--- src/logic/vga_pkg.sv ---
package vga_pkg;

    ////////////////////////////////
    // 800x600 at 60 Hz, 40 MHz pixel clock.
    ////////////////////////////////

    localparam int H_ACTIVE     = 800;
    localparam int H_SYNC_START = 840;   // after 40 px front porch.
    localparam int H_SYNC_END   = 968;   // 128 px sync pulse.
    localparam int H_TOTAL      = 1056;

    localparam int V_ACTIVE     = 600;
    localparam int V_SYNC_START = 601;
    localparam int V_SYNC_END   = 605;   // 4 line sync pulse.
    localparam int V_TOTAL      = 628;

    typedef logic [11:0] rgb_t;          // 4 bits per channel, r in the top nibble.

    // one pixel slot as it travels down the drawing chain.
    typedef struct packed {
        logic [10:0] hcount;
        logic [10:0] vcount;
        logic        hsync;
        logic        vsync;
        logic        hblnk;
        logic        vblnk;
        rgb_t        rgb;
    } vga_bus_t;

endpackage

--- src/logic/game_pkg.sv ---
package game_pkg;

    ////////////////////////////////
    // scene geometry and colours.
    ////////////////////////////////

    localparam int CAT_X = 1;
    localparam int CAT_Y = 430;
    localparam int CAT_W = 157;
    localparam int CAT_H = 99;

    localparam logic [11:0] CAT_KEY    = 12'h0F0;   // transparent sprite colour.
    localparam logic [11:0] SKY_RGB    = 12'h4AF;
    localparam logic [11:0] GROUND_RGB = 12'h3A3;
    localparam int          GROUND_Y   = 500;

    // flight length is THROW_BASE + power * THROW_STEP.
    localparam int THROW_BASE = 200;
    localparam int THROW_STEP = 2;

    typedef enum logic [1:0] {
        CAT_IDLE   = 2'b00,
        CAT_THROW1 = 2'b01,   // wind-up while the command is held.
        CAT_THROW2 = 2'b10    // flight.
    } cat_state_t;

    ////////////////////////////////
    // register map, byte addresses.
    ////////////////////////////////

    localparam logic [3:0] REG_CTRL   = 4'h0;
    localparam logic [3:0] REG_POWER  = 4'h4;
    localparam logic [3:0] REG_STATUS = 4'h8;

    typedef struct packed {
        logic        cyc;
        logic        stb;
        logic        we;
        logic [3:0]  adr;
        logic [31:0] dat_w;
    } wb_req_t;

    typedef struct packed {
        logic        ack;
        logic [31:0] dat_r;
    } wb_rsp_t;

endpackage

--- src/logic/vga_timing.sv ---
`timescale 1ns/1ps

module vga_timing
    import vga_pkg::*;
(
    input  logic     clk,
    input  logic     rst,
    output vga_bus_t vga
);

    logic [10:0] hcnt;
    logic [10:0] vcnt;
    logic        line_end;
    logic        frame_end;

    assign line_end  = (hcnt == 11'(H_TOTAL - 1));
    assign frame_end = (vcnt == 11'(V_TOTAL - 1));

    ////////////////////////////////
    // free-running counters.
    ////////////////////////////////

    always_ff @(posedge clk) begin
        if (rst) begin
            hcnt <= '0;
            vcnt <= '0;
        end else if (line_end) begin
            hcnt <= '0;
            if (frame_end) begin
                vcnt <= '0;
            end else begin
                vcnt <= vcnt + 11'd1;
            end
        end else begin
            hcnt <= hcnt + 11'd1;
        end
    end

    ////////////////////////////////
    // syncs and blanking, registered together with the counts.
    ////////////////////////////////

    always_ff @(posedge clk) begin
        if (rst) begin
            vga <= '0;
        end else begin
            vga.hcount <= hcnt;
            vga.vcount <= vcnt;
            vga.hsync  <= (hcnt >= 11'(H_SYNC_START)) && (hcnt < 11'(H_SYNC_END));
            vga.vsync  <= (vcnt >= 11'(V_SYNC_START)) && (vcnt < 11'(V_SYNC_END));
            vga.hblnk  <= (hcnt >= 11'(H_ACTIVE));
            vga.vblnk  <= (vcnt >= 11'(V_ACTIVE));
            vga.rgb    <= '0;   // colour is painted downstream.
        end
    end

endmodule

--- src/logic/draw_background.sv ---
`timescale 1ns/1ps

module draw_background
    import vga_pkg::*;
    import game_pkg::*;
(
    input  logic     clk,
    input  logic     rst,
    input  vga_bus_t vga_in,
    output vga_bus_t vga_out
);

    rgb_t rgb_nxt;

    always_comb begin
        if (vga_in.hblnk || vga_in.vblnk) begin
            rgb_nxt = '0;                        // black outside the visible area.
        end else if (vga_in.vcount >= 11'(GROUND_Y)) begin
            rgb_nxt = GROUND_RGB;
        end else begin
            rgb_nxt = SKY_RGB;
        end
    end

    // timing fields pass through one register untouched.
    always_ff @(posedge clk) begin
        if (rst) begin
            vga_out <= '0;
        end else begin
            vga_out     <= vga_in;
            vga_out.rgb <= rgb_nxt;
        end
    end

endmodule

--- src/logic/cat_rom.sv ---
`timescale 1ns/1ps

module cat_rom
    import vga_pkg::*;
    import game_pkg::*;
(
    input  logic [13:0] addr,
    output rgb_t        rgb
);

    // stand-in image. every eighth pixel is see-through.
    always_comb begin
        if (addr[2:0] == 3'd0) begin
            rgb = CAT_KEY;
        end else begin
            rgb = addr[11:0];   // colour is just the low address bits.
        end
    end

endmodule

--- src/logic/draw_player_cat.sv ---
`timescale 1ns/1ps

module draw_player_cat
    import vga_pkg::*;
    import game_pkg::*;
(
    input  logic        clk,
    input  logic        rst,

    input  logic        turn_active,
    input  logic        throw_command,
    input  logic [7:0]  throw_power,

    input  rgb_t        rgb_cat,
    output logic [13:0] cat_addr,

    output cat_state_t  cat_state,
    output logic        throw_complete,

    input  vga_bus_t    vga_in,
    output vga_bus_t    vga_out
);

    vga_bus_t    vga_d;
    logic        inside_cat;
    logic [7:0]  rel_x;
    logic [6:0]  rel_y;

    cat_state_t  state;
    logic        cmd_prev;
    logic [11:0] throw_timer;
    logic [11:0] throw_limit;

    ////////////////////////////////
    // sprite overlay.
    ////////////////////////////////

    always_ff @(posedge clk) begin
        if (rst) begin
            vga_d <= '0;
        end else begin
            vga_d <= vga_in;
        end
    end

    assign inside_cat = (vga_d.hcount >= 11'(CAT_X)) &&
                        (vga_d.hcount <  11'(CAT_X + CAT_W)) &&
                        (vga_d.vcount >= 11'(CAT_Y)) &&
                        (vga_d.vcount <  11'(CAT_Y + CAT_H)) &&
                        !vga_d.hblnk && !vga_d.vblnk;

    assign rel_x = 8'(vga_d.hcount - 11'(CAT_X));
    assign rel_y = 7'(vga_d.vcount - 11'(CAT_Y));

    // row-major, one word per sprite pixel.
    assign cat_addr = 14'(rel_y) * 14'(CAT_W) + 14'(rel_x);

    always_comb begin
        vga_out = vga_d;
        if (inside_cat && (rgb_cat != CAT_KEY)) begin
            vga_out.rgb = rgb_cat;
        end
    end

    ////////////////////////////////
    // throw sequence.
    ////////////////////////////////

    // last timer value of the flight.
    assign throw_limit = 12'(THROW_BASE + 1) + 12'(throw_power) * 12'(THROW_STEP);

    assign throw_complete = (state == CAT_THROW2) && (throw_timer == throw_limit);
    assign cat_state      = state;

    always_ff @(posedge clk) begin
        if (rst) begin
            state       <= CAT_IDLE;
            cmd_prev    <= 1'b0;
            throw_timer <= '0;
        end else begin
            cmd_prev <= throw_command;
            case (state)
                CAT_IDLE: begin
                    // only a fresh press starts the wind-up.
                    if (turn_active && throw_command && !cmd_prev) begin
                        state <= CAT_THROW1;
                    end
                end
                CAT_THROW1: begin
                    if (!throw_command) begin   // release.
                        state       <= CAT_THROW2;
                        throw_timer <= '0;
                    end
                end
                CAT_THROW2: begin
                    if (throw_complete) begin
                        state <= CAT_IDLE;
                    end else begin
                        throw_timer <= throw_timer + 12'd1;
                    end
                end
                default: state <= CAT_IDLE;
            endcase
        end
    end

endmodule

--- src/logic/wb_game_regs.sv ---
`timescale 1ns/1ps

module wb_game_regs
    import game_pkg::*;
(
    input  logic        clk,
    input  logic        rst,

    input  wb_req_t     wb_req,
    output wb_rsp_t     wb_rsp,

    output logic        turn_active,
    output logic        throw_command,
    output logic [7:0]  throw_power,

    input  cat_state_t  cat_state,
    input  logic        throw_complete
);

    logic        valid;
    logic        access;
    logic        wr_en;
    logic [1:0]  ctrl_q;
    logic [7:0]  power_q;
    logic        throw_done;
    logic [31:0] rd_data;

    assign valid  = wb_req.cyc && wb_req.stb;
    assign access = valid && !wb_rsp.ack;   // one access per request.
    assign wr_en  = access && wb_req.we;

    ////////////////////////////////
    // registers.
    ////////////////////////////////

    always_ff @(posedge clk) begin
        if (rst) begin
            ctrl_q  <= '0;
            power_q <= '0;
        end else if (wr_en) begin
            if (wb_req.adr == REG_CTRL) begin
                ctrl_q <= wb_req.dat_w[1:0];
            end
            if (wb_req.adr == REG_POWER) begin
                power_q <= wb_req.dat_w[7:0];
            end
        end
    end

    // sticky done flag. a new completion beats a clear.
    always_ff @(posedge clk) begin
        if (rst) begin
            throw_done <= 1'b0;
        end else if (throw_complete) begin
            throw_done <= 1'b1;
        end else if (wr_en && (wb_req.adr == REG_STATUS) && wb_req.dat_w[2]) begin
            throw_done <= 1'b0;
        end
    end

    assign turn_active   = ctrl_q[0];
    assign throw_command = ctrl_q[1];
    assign throw_power   = power_q;

    ////////////////////////////////
    // read path and ack.
    ////////////////////////////////

    always_comb begin
        case (wb_req.adr)
            REG_CTRL:   rd_data = {30'd0, ctrl_q};
            REG_POWER:  rd_data = {24'd0, power_q};
            REG_STATUS: rd_data = {29'd0, throw_done, cat_state};
            default:    rd_data = '0;
        endcase
    end

    always_ff @(posedge clk) begin
        if (rst) begin
            wb_rsp <= '0;
        end else begin
            wb_rsp.ack <= access;
            if (access) begin
                wb_rsp.dat_r <= rd_data;   // held until the next access.
            end
        end
    end

endmodule

--- src/logic/cat_game_top.sv ---
`timescale 1ns/1ps

module cat_game_top
    import vga_pkg::*;
    import game_pkg::*;
(
    input  logic     clk,
    input  logic     rst,
    input  wb_req_t  wb_req,
    output wb_rsp_t  wb_rsp,
    output vga_bus_t vga_out
);

    vga_bus_t    vga_tim;
    vga_bus_t    vga_bg;

    logic [13:0] cat_addr;
    rgb_t        rgb_cat;

    logic        turn_active;
    logic        throw_command;
    logic [7:0]  throw_power;
    cat_state_t  cat_state;
    logic        throw_complete;

    ////////////////////////////////
    // pixel chain.
    ////////////////////////////////

    vga_timing u_vga_timing (
        .clk (clk),
        .rst (rst),
        .vga (vga_tim)
    );

    draw_background u_draw_background (
        .clk     (clk),
        .rst     (rst),
        .vga_in  (vga_tim),
        .vga_out (vga_bg)
    );

    draw_player_cat u_draw_player_cat (
        .clk            (clk),
        .rst            (rst),
        .turn_active    (turn_active),
        .throw_command  (throw_command),
        .throw_power    (throw_power),
        .rgb_cat        (rgb_cat),
        .cat_addr       (cat_addr),
        .cat_state      (cat_state),
        .throw_complete (throw_complete),
        .vga_in         (vga_bg),
        .vga_out        (vga_out)
    );

    cat_rom u_cat_rom (
        .addr (cat_addr),
        .rgb  (rgb_cat)
    );

    // host side.
    wb_game_regs u_wb_game_regs (
        .clk            (clk),
        .rst            (rst),
        .wb_req         (wb_req),
        .wb_rsp         (wb_rsp),
        .turn_active    (turn_active),
        .throw_command  (throw_command),
        .throw_power    (throw_power),
        .cat_state      (cat_state),
        .throw_complete (throw_complete)
    );

endmodule

--- config.mk ---
export PLATFORM = sky130hd
export DESIGN_NAME = cat_game_top
export DESIGN_NICKNAME = d
export VERILOG_FILES = /design/src/logic/vga_pkg.sv /design/src/logic/game_pkg.sv /design/src/logic/vga_timing.sv /design/src/logic/draw_background.sv /design/src/logic/cat_rom.sv /design/src/logic/draw_player_cat.sv /design/src/logic/wb_game_regs.sv /design/src/logic/cat_game_top.sv
export SDC_FILE = /design/constraint.sdc
export NUM_CORES = 1
export LEC_CHECK = 0
export ABC_CLOCK_PERIOD_IN_PS = 5600
export BUFFER_PORTS_ARGS = -buffer_cell sky130_fd_sc_hd__buf_2
export CAP_MARGIN = 20
export CORE_MARGIN = 3
export CORE_UTILIZATION = 35
export CTS_CLUSTER_SIZE = 12
export DETAILED_ROUTE_END_ITERATION = 6
export GPL_TIMING_DRIVEN = 1
export PLACE_DENSITY = 0.54
export SLEW_MARGIN = 0
export SYNTH_ARGS = -nofsm -noshare
export SYNTH_HDL_FRONTEND = slang
export SYNTH_SLANG_ARGS = --single-unit
--- constraint.sdc ---
create_clock -name clk -period 5.6 [get_ports clk]
set_input_delay 1.4 -clock clk [delete_from_list [all_inputs] [get_ports clk]]
set_output_delay 1.4 -clock clk [all_outputs]
set_load 0.02 [all_outputs]
==> flow_summary_export.csv <==
group,metric,value,unit
final_layout,fin_nets,927,
worst_setup_path,critical_path.max_stage_delay,0.58,ns
sta,hold_viol_final,0,
route,drt_iter0_drc,189,
grt,overflow,0,
grt,grt_pass1_wl,22.4,mm
final_layout,synthToLayoutAreaGrowth,18.4,%
clock_network,hold_buffers,0,
run,drv_cap,0,
place,dp_hpwl,10.1,mm
sta,setup_slack,-0.162,ns
sta,slew_headroom,35.2,%
worst_setup_path,cp_slowest_cell,"fa_1",
route,met3_length,522,µm
final_layout,diodes,0,
route,top_layer,"met4",
grt,grt_max_degree,65,
worst_setup_path,crit_type,"register to primary output",
yosys,syn_area_per_cell,9.51,µm²
worst_setup_path,critPathCaptureType,"primary output",
pwr,vdd_ir_drop_max,0.220,mV
sta,setup_viol,4,
route,met1Wirelength,6.76,mm
sta,finalCritPeriodShare,103,%
route,drt_first_pass_iters,4,
run_status,status,"finished with violations",
clock_network,cts-root-buf,"clkbuf_16",
place,place_congestion,0.778,
worst_setup_path,critPathArrivalTime,4.36,ns
floorplan,die_area,0.0224,mm²
grt,antenna_found_initial,0,
run_status,violations,"negative setup slack",
yosys,synthFlopType,"dfxtp_1",
sta,rsz0062_at_grt,"yes",
clock_network,clk_path_buf_depth,2,
sta,tightest_slew,0.971,ns
yosys,synthArstFlopShare,0,%
floorplan,fp.dieW,150,µm
worst_setup_path,path_max_fanout,3,
yosys,syn_area,0.00723,mm²
worst_setup_path,path_cells,"ha_4 -> a21oi_2 -> xnor2_1 -> inv_1 -> fa_1 -> inv_1 -> fa_1 -> inv_2 -> ha_4 -> fa_1 -> ha_4 -> or2_4 -> o31a_1 -> nand2_1 -> xnor2_1 -> mux2_4 -> buf_6",
yosys,ys_seq_area_share,39.0,%
yosys,ys_warn_count,0,
route,wl_met2,6.09,mm
sta,fin_worst_skew,0.00726,ns
route,num_vias,4948,
place,post-place-cells,1062,
clock_network,worstSkewPairLatency,0.42,ns
route,totalWireLength,13.6,mm
sta,period_minus_slack,5.76,ns
yosys,ys_ff_latch,141,
yosys,synth_edf_count,0,
floorplan,io_pins,112,
route,routedWlPerCell,12.4,µm
yosys,ys_types,59,
clock_network,htreeDepth,4,
sta,slew_violations,0,
pwr,power,2.35,mW
final_layout,final_core_util,43.0,%
sta,clock.fmax,0.174,GHz
route,ant_nets,0,
place,dp_slack,0.0264,ns
floorplan,num_rows,51,
floorplan,coreArea,0.0199,mm²
floorplan,die_h,150,µm
pwr,p_per_area,275,mW/mm²
clock_network,cts_tree,"yes",
final_layout,fin_cells,1094,
route,drc,0,
worst_setup_path,worst-endpoint-required,4.20,ns
worst_setup_path,worst_setup_path_start_kind,"register",
yosys,synthCells,761,
route,via_per_inst,4.52,
clock_network,cts_buffers,17,
clock_network,clk_pin_slew_worst_paths,0.06,ns
floorplan,initial_core_util,36.3,%
clock_network,clkSinkCount,141,
place,io_buffers,63,
min_path,hold_path_class,"register to register",
grt,grt_usage,12.6,%
pwr,leakagePower,3.63,nW
grt,grt_pass1_vias,4603,
final_layout,drive_gt1_share,20.1,%
[state kept, by name, summed over array words and instances (netlist names)]
name and flops:
u_wb_game_regs.wb_rsp 9, u_draw_background.vga_out 29, u_vga_timing.vcnt 11, u_wb_game_regs.throw_power 8, u_draw_player_cat.cat_state 2, u_vga_timing.hcnt 11, u_draw_player_cat.cmd_prev 1, u_draw_player_cat.vga_d 3
u_wb_game_regs.throw_done 1, u_draw_player_cat.throw_timer 12, u_wb_game_regs.ctrl_q 2, u_draw_player_cat.vga_out 26, u_vga_timing.vga 26
[timing repair]
action	CTS	global route
setup buffers	1	0
pin swaps	19	17
hold endpoints to repair	0	0
setup endpoints to repair	6	9
resized for setup	29	7
[path summary, 6_finish.rpt]
path | startpoint | slack [ns] | cells after the start | to
worst max-delay path | u_draw_player_cat.vga_out[17] | -0.16 | 17 | vga_out[9]
worst min register to register | u_vga_timing.vga[33] | 0.43 | 1 | u_draw_background.vga_out[33]
worst min-delay path | u_vga_timing.vga[33] | 0.43 | 1 | u_draw_background.vga_out[33]
worst max register to register | u_wb_game_regs.throw_power[2] | 2.93 | 7 | u_draw_player_cat.throw_timer[9]
[cell type report]
class | count | area (µm²)
clock inverter | 11 | 175
sequential | 141 | 2830
multi-input combinational | 518 | 4030
tap | 265 | 332
timing repair buffer | 88 | 527
clock buffer | 20 | 478
inverter | 51 | 196
fill | 1991 | 11300
[power breakdown]
group / switching [mW] / internal (mW)
Combinational: 0.0733 / 0.0417
Sequential: 0.00457 / 1.01
Clock: 0.426 / 0.799
Total: 0.504 / 1.85
[per-stage QoR]
| stage | hold slack [ns] | cell area (µm²) | setup TNS, ns |
|---|---|---|---|
| floorplan | 0.398 | 7360 | 0 |
| global placement | 0.418 | 7700 | 0 |
| detailed placement | 0.420 | 7700 | 0 |
| CTS | 0.434 | 8520 | -0.898 |
| global route | 0.449 | 8570 | -1.40 |
| finish | 0.429 | 8570 | -0.531 |
[kinds of logic (layout without fill, tap and decap cells)]
family | after synthesis | count (layout) | share of synthesized area (%)
flip-flops | 141 | 141 | 39.0
other | 1 | 24 | 0.0518
AND/OR/NAND/NOR | 269 | 269 | 20.5
AO/OA/AOI/OAI | 85 | 85 | 8.23
multiplexers | 26 | 26 | 3.72
adder cells (fa/ha/maj) | 69 | 69 | 13.7
XOR/XNOR | 45 | 45 | 5.45
buffers and inverters | 125 | 170 | 9.36
[worst max-delay path, delay by kind of cell (launching register included)]
kind	cells	cell delay (ns)
and+or+nand+nor	2	0.32
DFF	1	0.36
buffers and inverters	4	0.32
muxes	1	0.26
adders and majority gates	6	2.21
xor gates and xnor gates	2	0.21
AOI/OAI and AO/OA	2	0.26
[synth_stat cells (3+ instances only)]
cell / number / area [µm²]
dfxtp_1: 141 / 2820
nor2b_1: 80 / 500
nor2_1: 59 / 221
ha_1: 52 / 651
inv_1: 51 / 191
buf_4: 50 / 375
nand2_1: 32 / 120
xor2_1: 27 / 236
a21oi_1: 23 / 115
mux2i_1: 19 / 190
xnor2_1: 18 / 158
fa_1: 17 / 340
o21ai_0: 17 / 85.1
clkbuf_1: 16 / 60.1
nand4_1: 16 / 100
nand3_1: 15 / 75.1
nor3_1: 11 / 55.1
a22oi_1: 8 / 60.1
mux2_2: 7 / 78.8
or3_1: 7 / 43.8
and3_1: 6 / 37.5
nor4_1: 6 / 37.5
nor4b_1: 5 / 43.8
o31ai_1: 5 / 37.5
or4_1: 5 / 37.5
and2_1: 4 / 25.0
and4_1: 4 / 35.0
buf_2: 4 / 20.0
nand2b_1: 4 / 25.0
nand3b_1: 4 / 30.0
o211ai_1: 4 / 30.0
a211oi_1: 3 / 22.5
a21o_1: 3 / 22.5
a31oi_1: 3 / 18.8
o21ai_1: 3 / 15.0
or2_2: 3 / 18.8
[cell usage in the layout, fill, tap and decap left out, types with 21 or more instances in the layout]
| cell | count |
|---|---|
| buf_2 | 58 |
| nor2_1 | 59 |
| nor2b_1 | 80 |
| inv_1 | 46 |
| xor2_1 | 26 |
| buf_4 | 27 |
| ha_1 | 43 |
| dfxtp_1 | 138 |
| a21oi_1 | 21 |
| conb_1 | 24 |
| nand2_1 | 32 |
[routing by layer]
metal / vias to the layer above / GRT usage (%)
met5: - / 0
met4: 0 / 4.25
met3: 16 / 4.03
met2: 77 / 19.2
met1: 2253 / 16.8
li1: 2602 / -
Note: power is estimated with default switching activity, not from simulation.
